### config.mk
export PLATFORM = sky130hd
export DESIGN_NAME = periph_top
export DESIGN_NICKNAME = d
export VERILOG_FILES = /design/src/periph_pkg.sv /design/src/apb_interconnect.sv /design/src/scratch_ram.sv /design/src/gpio_regs.sv /design/src/timer_regs.sv /design/src/periph_top.sv
export SDC_FILE = /design/constraint.sdc
export NUM_CORES = 1
export LEC_CHECK = 0
export ABC_CLOCK_PERIOD_IN_PS = 3200
export BUFFER_PORTS_ARGS = -buffer_cell sky130_fd_sc_hd__buf_2
export CAP_MARGIN = 20
export CELL_PAD_IN_SITES_DETAIL_PLACEMENT = 1
export CELL_PAD_IN_SITES_GLOBAL_PLACEMENT = 2
export CORE_MARGIN = 5
export CORE_UTILIZATION = 40
export DETAILED_ROUTE_END_ITERATION = 8
export GPL_TIMING_DRIVEN = 0
export PLACE_DENSITY_LB_ADDON = 0.1
export SLEW_MARGIN = 20
export SYNTH_ARGS = -nofsm -noshare
export SYNTH_HDL_FRONTEND = slang
export SYNTH_SLANG_ARGS = --single-unit
### constraint.sdc
create_clock -name aclk -period 3.2 [get_ports aclk]
set_input_delay 0.64 -clock aclk [delete_from_list [all_inputs] [get_ports aclk]]
set_output_delay 0.64 -clock aclk [all_outputs]
set_load 0.02 [all_outputs]
### src/periph_pkg.sv
// Shared bus widths, vector types and byte-strobe helpers

package periph_pkg;

    // Bus widths
    localparam int XLEN  = 32;
    localparam int ADDRW = 16;
    localparam int STRBW = XLEN / 8;

    typedef logic [XLEN-1:0]  data_t;
    typedef logic [ADDRW-1:0] addr_t;
    typedef logic [STRBW-1:0] strb_t;

    // One byte of ones per set strobe bit
    function automatic data_t strb_mask(input strb_t strb);
        data_t mask;
        mask = '0;
        for (int i = 0; i < STRBW; i++) begin
            mask[i*8 +: 8] = {8{strb[i]}};
        end
        return mask;
    endfunction

    // Takes the strobed bytes from new_word, the rest from old_word
    function automatic data_t strb_merge(
        input data_t old_word,
        input data_t new_word,
        input strb_t strb
    );
        data_t mask;
        mask = strb_mask(strb);
        return (old_word & ~mask) | (new_word & mask);
    endfunction

endpackage

### src/apb_interconnect.sv
// Register-access interconnect: window decode, offset rebase, forwarding
// to three targets and immediate completion of unmapped accesses

`timescale 1ns/100ps

module apb_interconnect #(
    parameter int SLV0_ADDR = 0,
    parameter int SLV0_SIZE = 8,
    parameter int SLV1_ADDR = 8,
    parameter int SLV1_SIZE = 4,
    parameter int SLV2_ADDR = 12,
    parameter int SLV2_SIZE = 4
) (
    input  logic              aclk,
    input  logic              aresetn,
    input  logic              srst,
    // Requester side
    input  logic              slv_en,
    input  logic              slv_wr,
    input  periph_pkg::addr_t slv_addr,
    input  periph_pkg::data_t slv_wdata,
    input  periph_pkg::strb_t slv_strb,
    output periph_pkg::data_t slv_rdata,
    output logic              slv_ready,
    // Target 0
    output logic              mst0_en,
    output logic              mst0_wr,
    output periph_pkg::addr_t mst0_addr,
    output periph_pkg::data_t mst0_wdata,
    output periph_pkg::strb_t mst0_strb,
    input  periph_pkg::data_t mst0_rdata,
    input  logic              mst0_ready,
    // Target 1
    output logic              mst1_en,
    output logic              mst1_wr,
    output periph_pkg::addr_t mst1_addr,
    output periph_pkg::data_t mst1_wdata,
    output periph_pkg::strb_t mst1_strb,
    input  periph_pkg::data_t mst1_rdata,
    input  logic              mst1_ready,
    // Target 2
    output logic              mst2_en,
    output logic              mst2_wr,
    output periph_pkg::addr_t mst2_addr,
    output periph_pkg::data_t mst2_wdata,
    output periph_pkg::strb_t mst2_strb,
    input  periph_pkg::data_t mst2_rdata,
    input  logic              mst2_ready
);

    import periph_pkg::*;

    localparam int NSLV = 3;

    localparam addr_t SLV0_BASE = addr_t'(SLV0_ADDR);
    localparam addr_t SLV0_END  = addr_t'(SLV0_ADDR + SLV0_SIZE);
    localparam addr_t SLV1_BASE = addr_t'(SLV1_ADDR);
    localparam addr_t SLV1_END  = addr_t'(SLV1_ADDR + SLV1_SIZE);
    localparam addr_t SLV2_BASE = addr_t'(SLV2_ADDR);
    localparam addr_t SLV2_END  = addr_t'(SLV2_ADDR + SLV2_SIZE);

    logic [NSLV-1:0] hit;
    logic [1:0]      sel;
    addr_t           sel_base;
    data_t           sel_rdata;
    logic            sel_ready;
    data_t           rdata_in [NSLV];
    logic [NSLV-1:0] ready_in;

    logic [NSLV-1:0] en_q;
    logic [NSLV-1:0] wr_q;
    addr_t           addr_q  [NSLV];
    data_t           wdata_q [NSLV];
    strb_t           strb_q  [NSLV];

    assign rdata_in[0] = mst0_rdata;
    assign rdata_in[1] = mst1_rdata;
    assign rdata_in[2] = mst2_rdata;
    assign ready_in    = {mst2_ready, mst1_ready, mst0_ready};

    assign hit[0] = (slv_addr >= SLV0_BASE) && (slv_addr < SLV0_END);
    assign hit[1] = (slv_addr >= SLV1_BASE) && (slv_addr < SLV1_END);
    assign hit[2] = (slv_addr >= SLV2_BASE) && (slv_addr < SLV2_END);

    // Checked last to first so window 0 has priority
    always_comb begin
        sel      = 2'd0;
        sel_base = SLV0_BASE;
        if (hit[2]) begin
            sel      = 2'd2;
            sel_base = SLV2_BASE;
        end
        if (hit[1]) begin
            sel      = 2'd1;
            sel_base = SLV1_BASE;
        end
        if (hit[0]) begin
            sel      = 2'd0;
            sel_base = SLV0_BASE;
        end
        sel_rdata = rdata_in[sel];
        sel_ready = ready_in[sel];
    end

    always_ff @(posedge aclk or negedge aresetn) begin
        if (!aresetn) begin
            en_q      <= '0;
            wr_q      <= '0;
            addr_q    <= '{default: '0};
            wdata_q   <= '{default: '0};
            strb_q    <= '{default: '0};
            slv_rdata <= '0;
            slv_ready <= 1'b0;
        end else if (srst || !slv_en || slv_ready) begin
            // Idle between accesses
            en_q      <= '0;
            wr_q      <= '0;
            addr_q    <= '{default: '0};
            wdata_q   <= '{default: '0};
            strb_q    <= '{default: '0};
            slv_rdata <= '0;
            slv_ready <= 1'b0;
        end else if (|hit) begin
            for (int k = 0; k < NSLV; k++) begin
                if (sel == 2'(k)) begin
                    en_q[k]    <= !sel_ready;
                    wr_q[k]    <= slv_wr && !sel_ready;
                    addr_q[k]  <= slv_addr - sel_base;
                    wdata_q[k] <= slv_wdata;
                    strb_q[k]  <= slv_strb;
                end
            end
            slv_rdata <= sel_rdata;
            slv_ready <= sel_ready;
        end else begin
            // Nothing mapped here, complete with zero data
            slv_rdata <= '0;
            slv_ready <= 1'b1;
        end
    end

    assign mst0_en    = en_q[0];
    assign mst0_wr    = wr_q[0];
    assign mst0_addr  = addr_q[0];
    assign mst0_wdata = wdata_q[0];
    assign mst0_strb  = strb_q[0];
    assign mst1_en    = en_q[1];
    assign mst1_wr    = wr_q[1];
    assign mst1_addr  = addr_q[1];
    assign mst1_wdata = wdata_q[1];
    assign mst1_strb  = strb_q[1];
    assign mst2_en    = en_q[2];
    assign mst2_wr    = wr_q[2];
    assign mst2_addr  = addr_q[2];
    assign mst2_wdata = wdata_q[2];
    assign mst2_strb  = strb_q[2];

    // Only one target is addressed at a time
    assert property (@(posedge aclk) disable iff (!aresetn)
        $onehot0({mst2_en, mst1_en, mst0_en}));

    // A completed access is a single ready pulse
    assert property (@(posedge aclk) disable iff (!aresetn)
        slv_ready |=> !slv_ready);

endmodule

### src/scratch_ram.sv
// Scratch RAM target with byte-strobed writes

`timescale 1ns/100ps

module scratch_ram #(
    parameter int RAM_DEPTH = 8
) (
    input  logic              aclk,
    input  logic              aresetn,
    input  logic              srst,
    input  logic              en,
    input  logic              wr,
    input  periph_pkg::addr_t addr,
    input  periph_pkg::data_t wdata,
    input  periph_pkg::strb_t strb,
    output periph_pkg::data_t rdata,
    output logic              ready
);

    import periph_pkg::*;

    localparam int IDXW = (RAM_DEPTH > 1) ? $clog2(RAM_DEPTH) : 1;

    data_t           mem [RAM_DEPTH];
    logic [IDXW-1:0] idx;
    logic            answer;

    assign idx    = addr[IDXW-1:0];
    assign answer = en && !ready;

    always_ff @(posedge aclk or negedge aresetn) begin
        if (!aresetn) begin
            mem   <= '{default: '0};
            rdata <= '0;
            ready <= 1'b0;
        end else if (srst) begin
            mem   <= '{default: '0};
            rdata <= '0;
            ready <= 1'b0;
        end else begin
            ready <= answer;
            rdata <= '0;
            if (answer) begin
                if (wr) begin
                    mem[idx] <= strb_merge(mem[idx], wdata, strb);
                end else begin
                    rdata <= mem[idx];
                end
            end
        end
    end

    // Decoder window must fit the RAM
    assert property (@(posedge aclk) disable iff (!aresetn)
        en |-> addr < RAM_DEPTH);

endmodule

### src/gpio_regs.sv
// GPIO target: output, synchronized input, rising-edge status and mask
// registers, and the masked interrupt

`timescale 1ns/100ps

module gpio_regs (
    input  logic              aclk,
    input  logic              aresetn,
    input  logic              srst,
    input  logic              en,
    input  logic              wr,
    input  periph_pkg::addr_t addr,
    input  periph_pkg::data_t wdata,
    input  periph_pkg::strb_t strb,
    output periph_pkg::data_t rdata,
    output logic              ready,
    input  periph_pkg::data_t gpio_in,
    output periph_pkg::data_t gpio_out,
    output logic              gpio_irq
);

    import periph_pkg::*;

    localparam addr_t OFF_OUT    = addr_t'(0);
    localparam addr_t OFF_IN     = addr_t'(1);
    localparam addr_t OFF_STATUS = addr_t'(2);
    localparam addr_t OFF_MASK   = addr_t'(3);

    data_t sync_q1;
    data_t sync_q2;
    data_t in_q;
    data_t out_q;
    data_t status_q;
    data_t mask_q;
    data_t rd_word;
    data_t clr;
    logic  answer;
    logic  wen;

    assign answer = en && !ready;
    assign wen    = answer && wr;

    always_comb begin
        case (addr)
            OFF_OUT:    rd_word = out_q;
            OFF_IN:     rd_word = in_q;
            OFF_STATUS: rd_word = status_q;
            OFF_MASK:   rd_word = mask_q;
            default:    rd_word = '0;
        endcase
    end

    // Write one to clear
    assign clr = (wen && addr == OFF_STATUS) ? (wdata & strb_mask(strb)) : '0;

    always_ff @(posedge aclk or negedge aresetn) begin
        if (!aresetn) begin
            sync_q1  <= '0;
            sync_q2  <= '0;
            in_q     <= '0;
            out_q    <= '0;
            status_q <= '0;
            mask_q   <= '0;
            rdata    <= '0;
            ready    <= 1'b0;
        end else if (srst) begin
            sync_q1  <= '0;
            sync_q2  <= '0;
            in_q     <= '0;
            out_q    <= '0;
            status_q <= '0;
            mask_q   <= '0;
            rdata    <= '0;
            ready    <= 1'b0;
        end else begin
            sync_q1  <= gpio_in;
            sync_q2  <= sync_q1;
            in_q     <= sync_q2;
            // a fresh edge beats a clear in the same cycle
            status_q <= (status_q & ~clr) | (sync_q2 & ~in_q);
            ready    <= answer;
            rdata    <= (answer && !wr) ? rd_word : '0;
            if (wen && addr == OFF_OUT) begin
                out_q <= strb_merge(out_q, wdata, strb);
            end
            if (wen && addr == OFF_MASK) begin
                mask_q <= strb_merge(mask_q, wdata, strb);
            end
        end
    end

    assign gpio_out = out_q;
    assign gpio_irq = |(status_q & mask_q);

endmodule

### src/timer_regs.sv
// Timer target: free-running counter, compare, sticky match status
// and interrupt

`timescale 1ns/100ps

module timer_regs (
    input  logic              aclk,
    input  logic              aresetn,
    input  logic              srst,
    input  logic              en,
    input  logic              wr,
    input  periph_pkg::addr_t addr,
    input  periph_pkg::data_t wdata,
    input  periph_pkg::strb_t strb,
    output periph_pkg::data_t rdata,
    output logic              ready,
    output logic              timer_irq
);

    import periph_pkg::*;

    localparam addr_t OFF_CTRL   = addr_t'(0);
    localparam addr_t OFF_COUNT  = addr_t'(1);
    localparam addr_t OFF_CMP    = addr_t'(2);
    localparam addr_t OFF_STATUS = addr_t'(3);

    logic  ctrl_en;
    data_t count_q;
    data_t cmp_q;
    logic  status_q;
    data_t rd_word;
    logic  answer;
    logic  wen;
    logic  match;

    assign answer = en && !ready;
    assign wen    = answer && wr;
    assign match  = ctrl_en && (count_q == cmp_q);

    always_comb begin
        case (addr)
            OFF_CTRL:   rd_word = data_t'(ctrl_en);
            OFF_COUNT:  rd_word = count_q;
            OFF_CMP:    rd_word = cmp_q;
            OFF_STATUS: rd_word = data_t'(status_q);
            default:    rd_word = '0;
        endcase
    end

    always_ff @(posedge aclk or negedge aresetn) begin
        if (!aresetn) begin
            ctrl_en  <= 1'b0;
            count_q  <= '0;
            cmp_q    <= '0;
            status_q <= 1'b0;
            rdata    <= '0;
            ready    <= 1'b0;
        end else if (srst) begin
            ctrl_en  <= 1'b0;
            count_q  <= '0;
            cmp_q    <= '0;
            status_q <= 1'b0;
            rdata    <= '0;
            ready    <= 1'b0;
        end else begin
            ready <= answer;
            rdata <= (answer && !wr) ? rd_word : '0;
            if (ctrl_en) begin
                count_q <= count_q + data_t'(1);
            end
            if (wen && addr == OFF_CTRL && strb[0]) begin
                ctrl_en <= wdata[0];
            end
            if (wen && addr == OFF_CMP) begin
                cmp_q <= strb_merge(cmp_q, wdata, strb);
            end
            // Match wins over a clear
            if (match) begin
                status_q <= 1'b1;
            end else if (wen && addr == OFF_STATUS && strb[0] && wdata[0]) begin
                status_q <= 1'b0;
            end
        end
    end

    assign timer_irq = status_q;

    // Counter holds while disabled
    assert property (@(posedge aclk) disable iff (!aresetn)
        !ctrl_en && !srst |=> count_q == $past(count_q));

endmodule

### src/periph_top.sv
// Peripheral subsystem: interconnect with scratch RAM, GPIO and timer targets

`timescale 1ns/100ps

module periph_top #(
    parameter int SLV0_ADDR = 0,
    parameter int SLV0_SIZE = 8,
    parameter int SLV1_ADDR = 8,
    parameter int SLV1_SIZE = 4,
    parameter int SLV2_ADDR = 12,
    parameter int SLV2_SIZE = 4
) (
    input  logic              aclk,
    input  logic              aresetn,
    input  logic              srst,
    input  logic              slv_en,
    input  logic              slv_wr,
    input  periph_pkg::addr_t slv_addr,
    input  periph_pkg::data_t slv_wdata,
    input  periph_pkg::strb_t slv_strb,
    output periph_pkg::data_t slv_rdata,
    output logic              slv_ready,
    input  periph_pkg::data_t gpio_in,
    output periph_pkg::data_t gpio_out,
    output logic              gpio_irq,
    output logic              timer_irq
);

    import periph_pkg::*;

    logic  mst0_en;
    logic  mst0_wr;
    addr_t mst0_addr;
    data_t mst0_wdata;
    strb_t mst0_strb;
    data_t mst0_rdata;
    logic  mst0_ready;

    logic  mst1_en;
    logic  mst1_wr;
    addr_t mst1_addr;
    data_t mst1_wdata;
    strb_t mst1_strb;
    data_t mst1_rdata;
    logic  mst1_ready;

    logic  mst2_en;
    logic  mst2_wr;
    addr_t mst2_addr;
    data_t mst2_wdata;
    strb_t mst2_strb;
    data_t mst2_rdata;
    logic  mst2_ready;

    apb_interconnect #(
        .SLV0_ADDR (SLV0_ADDR),
        .SLV0_SIZE (SLV0_SIZE),
        .SLV1_ADDR (SLV1_ADDR),
        .SLV1_SIZE (SLV1_SIZE),
        .SLV2_ADDR (SLV2_ADDR),
        .SLV2_SIZE (SLV2_SIZE)
    ) apb_interconnect_inst (.*);

    // RAM depth follows its window
    scratch_ram #(
        .RAM_DEPTH (SLV0_SIZE)
    ) scratch_ram_inst (
        .aclk  (aclk),       .aresetn (aresetn),    .srst (srst),
        .en    (mst0_en),    .wr      (mst0_wr),    .addr (mst0_addr),
        .wdata (mst0_wdata), .strb    (mst0_strb),
        .rdata (mst0_rdata), .ready   (mst0_ready)
    );

    gpio_regs gpio_regs_inst (
        .aclk     (aclk),       .aresetn (aresetn),    .srst (srst),
        .en       (mst1_en),    .wr      (mst1_wr),    .addr (mst1_addr),
        .wdata    (mst1_wdata), .strb    (mst1_strb),
        .rdata    (mst1_rdata), .ready   (mst1_ready),
        .gpio_in  (gpio_in),    .gpio_out (gpio_out),  .gpio_irq (gpio_irq)
    );

    timer_regs timer_regs_inst (
        .aclk      (aclk),       .aresetn (aresetn),    .srst (srst),
        .en        (mst2_en),    .wr      (mst2_wr),    .addr (mst2_addr),
        .wdata     (mst2_wdata), .strb    (mst2_strb),
        .rdata     (mst2_rdata), .ready   (mst2_ready),
        .timer_irq (timer_irq)
    );

endmodule

==> results.sh <==
export IMPL_ios=156
export IMPL_worstSetupStartpointType="flip-flop"
export IMPL_vias=25797
export IMPL_period_share_pct=97.4
export IMPL_drv_slew=0
export IMPL_powerDensity_nw_per_um2=544
export IMPL_cts_tree="done"
export IMPL_die_area_um2=90900
export IMPL_yosysTopAreaCell="dfrtp_1"
export IMPL_synth_area_top_cells="dfrtp_1 (59%), mux2i_1 (5.1%), a22o_1 (4.2%)"
export IMPL_grt_usage_pct=29.1
export IMPL_fillCellCount=9039
export IMPL_synth_cell_types=71
export IMPL_layout_cells_non_filler=4499
export IMPL_drt_initial_drc_count=1617
export IMPL_root_buffer="clkbuf_16"
export IMPL_die_width_um=301
export IMPL_regToRegSetupSlack_ps=80
export IMPL_clockBufferDepth=3
export IMPL_area_delta_synth_final_pct=17.1
export IMPL_ir_drop_v=0.000433
export IMPL_drt_wirelength_per_cell_um=29.4
export IMPL_fin_util_pct=47.4
export IMPL_worstPathArrival_ps=3710
export IMPL_hold_violations=0
export IMPL_cts_sinks=795
export IMPL_postSynthAreaPerCell_um2=11.2
export IMPL_synth_warnings=0
export IMPL_finClkSkew_ps=26.2
export IMPL_critical_path_max_stage_delay_ps=550
export IMPL_status="completed"
export IMPL_grt_pass1_wl_um=194000
export IMPL_max_freq_ghz=0.321
export IMPL_p_sw_share_pct=23.6
export IMPL_postSynthCellCount=3038
export IMPL_dp_hpwl_um=99100
export IMPL_setup_viol=0
export IMPL_cap_violations=0
export IMPL_max_slew_margin_pct=24.2
export IMPL_firstDrtPassIters=5
export IMPL_start_util_pct=40.5
export IMPL_async_flop_share_pct=100
export IMPL_cp_end_kind="flip-flop"
export IMPL_critPathRequiredTime_ps=3800
export IMPL_combPwrFrac_pct=3.5
export IMPL_htree_levels=3
export IMPL_io_buffers=153
export IMPL_ant_nets=0
export IMPL_ys_top_cells_by_count="dfrtp_1 (795), nand2_1 (366), nor2_1 (281)"
export IMPL_core_um2=84000
export IMPL_fin_crit_ps=3120
export IMPL_critPathSlowestCell="clkinvlp_4"
export IMPL_grt_pass1_vias=28109
export IMPL_rr_worst_depth=8
export IMPL_worst_slew_pin_slew_ps=1130
export IMPL_worst_path_most_repeated_cell="buf_2"
export IMPL_min_path_type="primary input to flip-flop"
export IMPL_ys_flop_type="dfrtp_1"
export IMPL_ys_seq_elements=795
export IMPL_postRouteWirelength_um=132000
export IMPL_synth_edf_count=0
export IMPL_clkPwrFrac_pct=49.6
export IMPL_startpoint="apb_interconnect_inst.mst0_addr[0]$_DFFE_PN0P_"
export IMPL_antenna_found_initial=8
export IMPL_p_leak_nw=18.2
export IMPL_ys_seq_area_share_pct=58.6
export IMPL_clock_latency_ps=670
export IMPL_r2r_end="scratch_ram_inst.mem[176]$_DFFE_PN0P_"
export IMPL_drive_above_1_share_pct=15.0
export IMPL_path_max_fanout=11
export IMPL_path_class="flip-flop to flip-flop"
export IMPL_seqPwrFrac_pct=47.0
export IMPL_synth_fp_nets=3131
export IMPL_num_rows=106
export IMPL_critPathCapture="scratch_ram_inst.mem[176]$_DFFE_PN0P_"
export IMPL_grt_max_degree=102
export IMPL_drc=0
export IMPL_syn_area_um2=34000
export IMPL_placed_cells=4337
export IMPL_overflow=0
export IMPL_numCtsBuffers=91
export IMPL_clk_pin_slew_ps=60
export IMPL_die_y_um=301
export IMPL_yosysTopAreaCellShare_pct=58.6
export IMPL_gp_congestion=0.885
export IMPL_r2r_start="apb_interconnect_inst.mst0_addr[0]$_DFFE_PN0P_"
export IMPL_yosysMostFrequentCell="dfrtp_1"
export IMPL_rsz0062_at_grt="no"
export IMPL_intPower_mw=16.5
export IMPL_cp_cell_sequence="buf_2, buf_2, clkinvlp_4, nor2_1, a222oi_1, buf_4, a21oi_2, a22o_1"
export IMPL_avgViaCountPerCell=5.73
export IMPL_nets=3391
export IMPL_power_net_switching_mw=5.10
[sequential cells by signal (all words and copies together) (netlist names), 32 cells and up]
name,count
apb_interconnect_inst.mst1_wdata,32
scratch_ram_inst.mem,256
timer_regs_inst.rdata,32
apb_interconnect_inst.mst0_wdata,32
gpio_regs_inst.in_q,32
gpio_regs_inst.sync_q1,32
gpio_regs_inst.gpio_out,32
apb_interconnect_inst.mst2_wdata,32
gpio_regs_inst.mask_q,32
gpio_regs_inst.sync_q2,32
apb_interconnect_inst.slv_rdata,32
timer_regs_inst.cmp_q,32
gpio_regs_inst.status_q,32
timer_regs_inst.count_q,32
scratch_ram_inst.rdata,32
gpio_regs_inst.rdata,32
[cells in the final DEF, fill, tap and decap left out, types with 11 or more instances in the layout]
cell,instances
a221oi_1,22
mux4_2,48
o21a_1,23
a22o_1,161
nand3_1,16
clkbuf_8,21
a21oi_1,178
nor2_1,280
clkbuf_2,30
nand4_1,29
buf_2,172
xor2_1,34
nor2b_1,202
a22oi_1,59
a211oi_1,38
nand2_1,365
xnor2_1,22
mux2i_1,167
dfrtp_1,795
clkbuf_1,146
inv_1,15
o21ai_0,137
buf_4,17
mux2_2,24
and2_1,13
clkbuf_16,92
and3_1,11
clkinv_2,18
nor4_1,13
nor3_1,13
nand2b_1,26
[worst min-delay path by stage]
| stage | startpoint | to | slack, ps | cells after the start |
|---|---|---|---|---|
| floorplan | aresetn | apb_interconnect_inst.en_q[0]$_DFFE_PN0P_ | 340 | 0 |
| global placement | gpio_regs_inst.sync_q1[16]$_DFF_PN0_ | gpio_regs_inst.sync_q2[16]$_DFF_PN0_ | 450 | 1 |
| detailed placement | gpio_regs_inst.sync_q1[16]$_DFF_PN0_ | gpio_regs_inst.sync_q2[16]$_DFF_PN0_ | 450 | 1 |
| CTS | gpio_in[11] | gpio_regs_inst.sync_q1[11]$_DFF_PN0_ | 150 | 2 |
| global route | gpio_in[22] | gpio_regs_inst.sync_q1[22]$_DFF_PN0_ | 160 | 2 |
| finish | gpio_in[11] | gpio_regs_inst.sync_q1[11]$_DFF_PN0_ | 190 | 2 |
[worst max-delay path, delay by kind of cell, from the launching register on]
kind	cells	cell delay (ps)
buf+inv	4	1460
flops	1	310
compound gates	3	920
simple gates	1	330
[layer usage]
metal	part of all wire [%]	vias up	global-route usage [%]
li1	-	11188	-
met1	41	13641	37.6
met2	50	735	49.8
met3	4.7	231	4.33
met4	4.1	2	10.6
met5	0.0098	-	0
[what timing repair did]
action / CTS / global route
cloned: 0 / 0
gates resized for setup: 59 / 14
pin swaps: 2 / 3
buffers inserted: 3 / 1
hold endpoints to repair: 54 / 0
hold buffers: 1 / 0
setup endpoints to repair: 265 / 127
[cells by family (layout without fill, tap and decap cells)]
family,after synthesis,in the layout,share of synthesized area (%)
simple gates,1019,1019,14.1
flops,795,795,58.6
compound gates,691,691,13.9
mux,244,244,9.04
buf+inv,229,555,2.78
xor+xnor,56,56,1.44
fa+ha+maj,4,4,0.169
other cells,0,1,0
[layout make-up]
| cell class | instances | area (um^2) | share of cell area [%] |
|---|---|---|---|
| inverters | 20 | 88.8 | 0.223 |
| diodes | 1 | 2.50 | 0.00629 |
| clock buffers | 128 | 2650 | 6.65 |
| multi-input cells | 2014 | 13300 | 33.5 |
| clock inverters | 31 | 393 | 0.988 |
| flip-flops and latches | 795 | 19900 | 50.0 |
| repair buffers | 170 | 1090 | 2.73 |
| plain buffers | 206 | 913 | 2.30 |
| well taps | 1134 | 1420 | 3.57 |
[through the flow]
stage	power (mW)	worst slack (ps)	area, um^2	hold slack, ps	TNS [ps]
after global routing	22.3	2.50	39800	162	0
final	21.6	84.4	39800	187	0
after floorplan	10.5	-140	34000	344	-1680
after CTS	21.8	7.78	39700	151	0
after detailed placement	11.1	-965	36500	454	-212500
after global placement	11.1	-15380	36200	446	-
[power groups by stage]
stage	clock, mW	sequential [mW]	combinational (mW)
floorplan	0	10.3	0.222
global placement	0	10.4	0.697
detailed placement	0	10.3	0.757
CTS	10.9	10.2	0.767
global route	11.3	10.2	0.819
finish	10.7	10.2	0.753
Power figures use the tool's default switching activity.
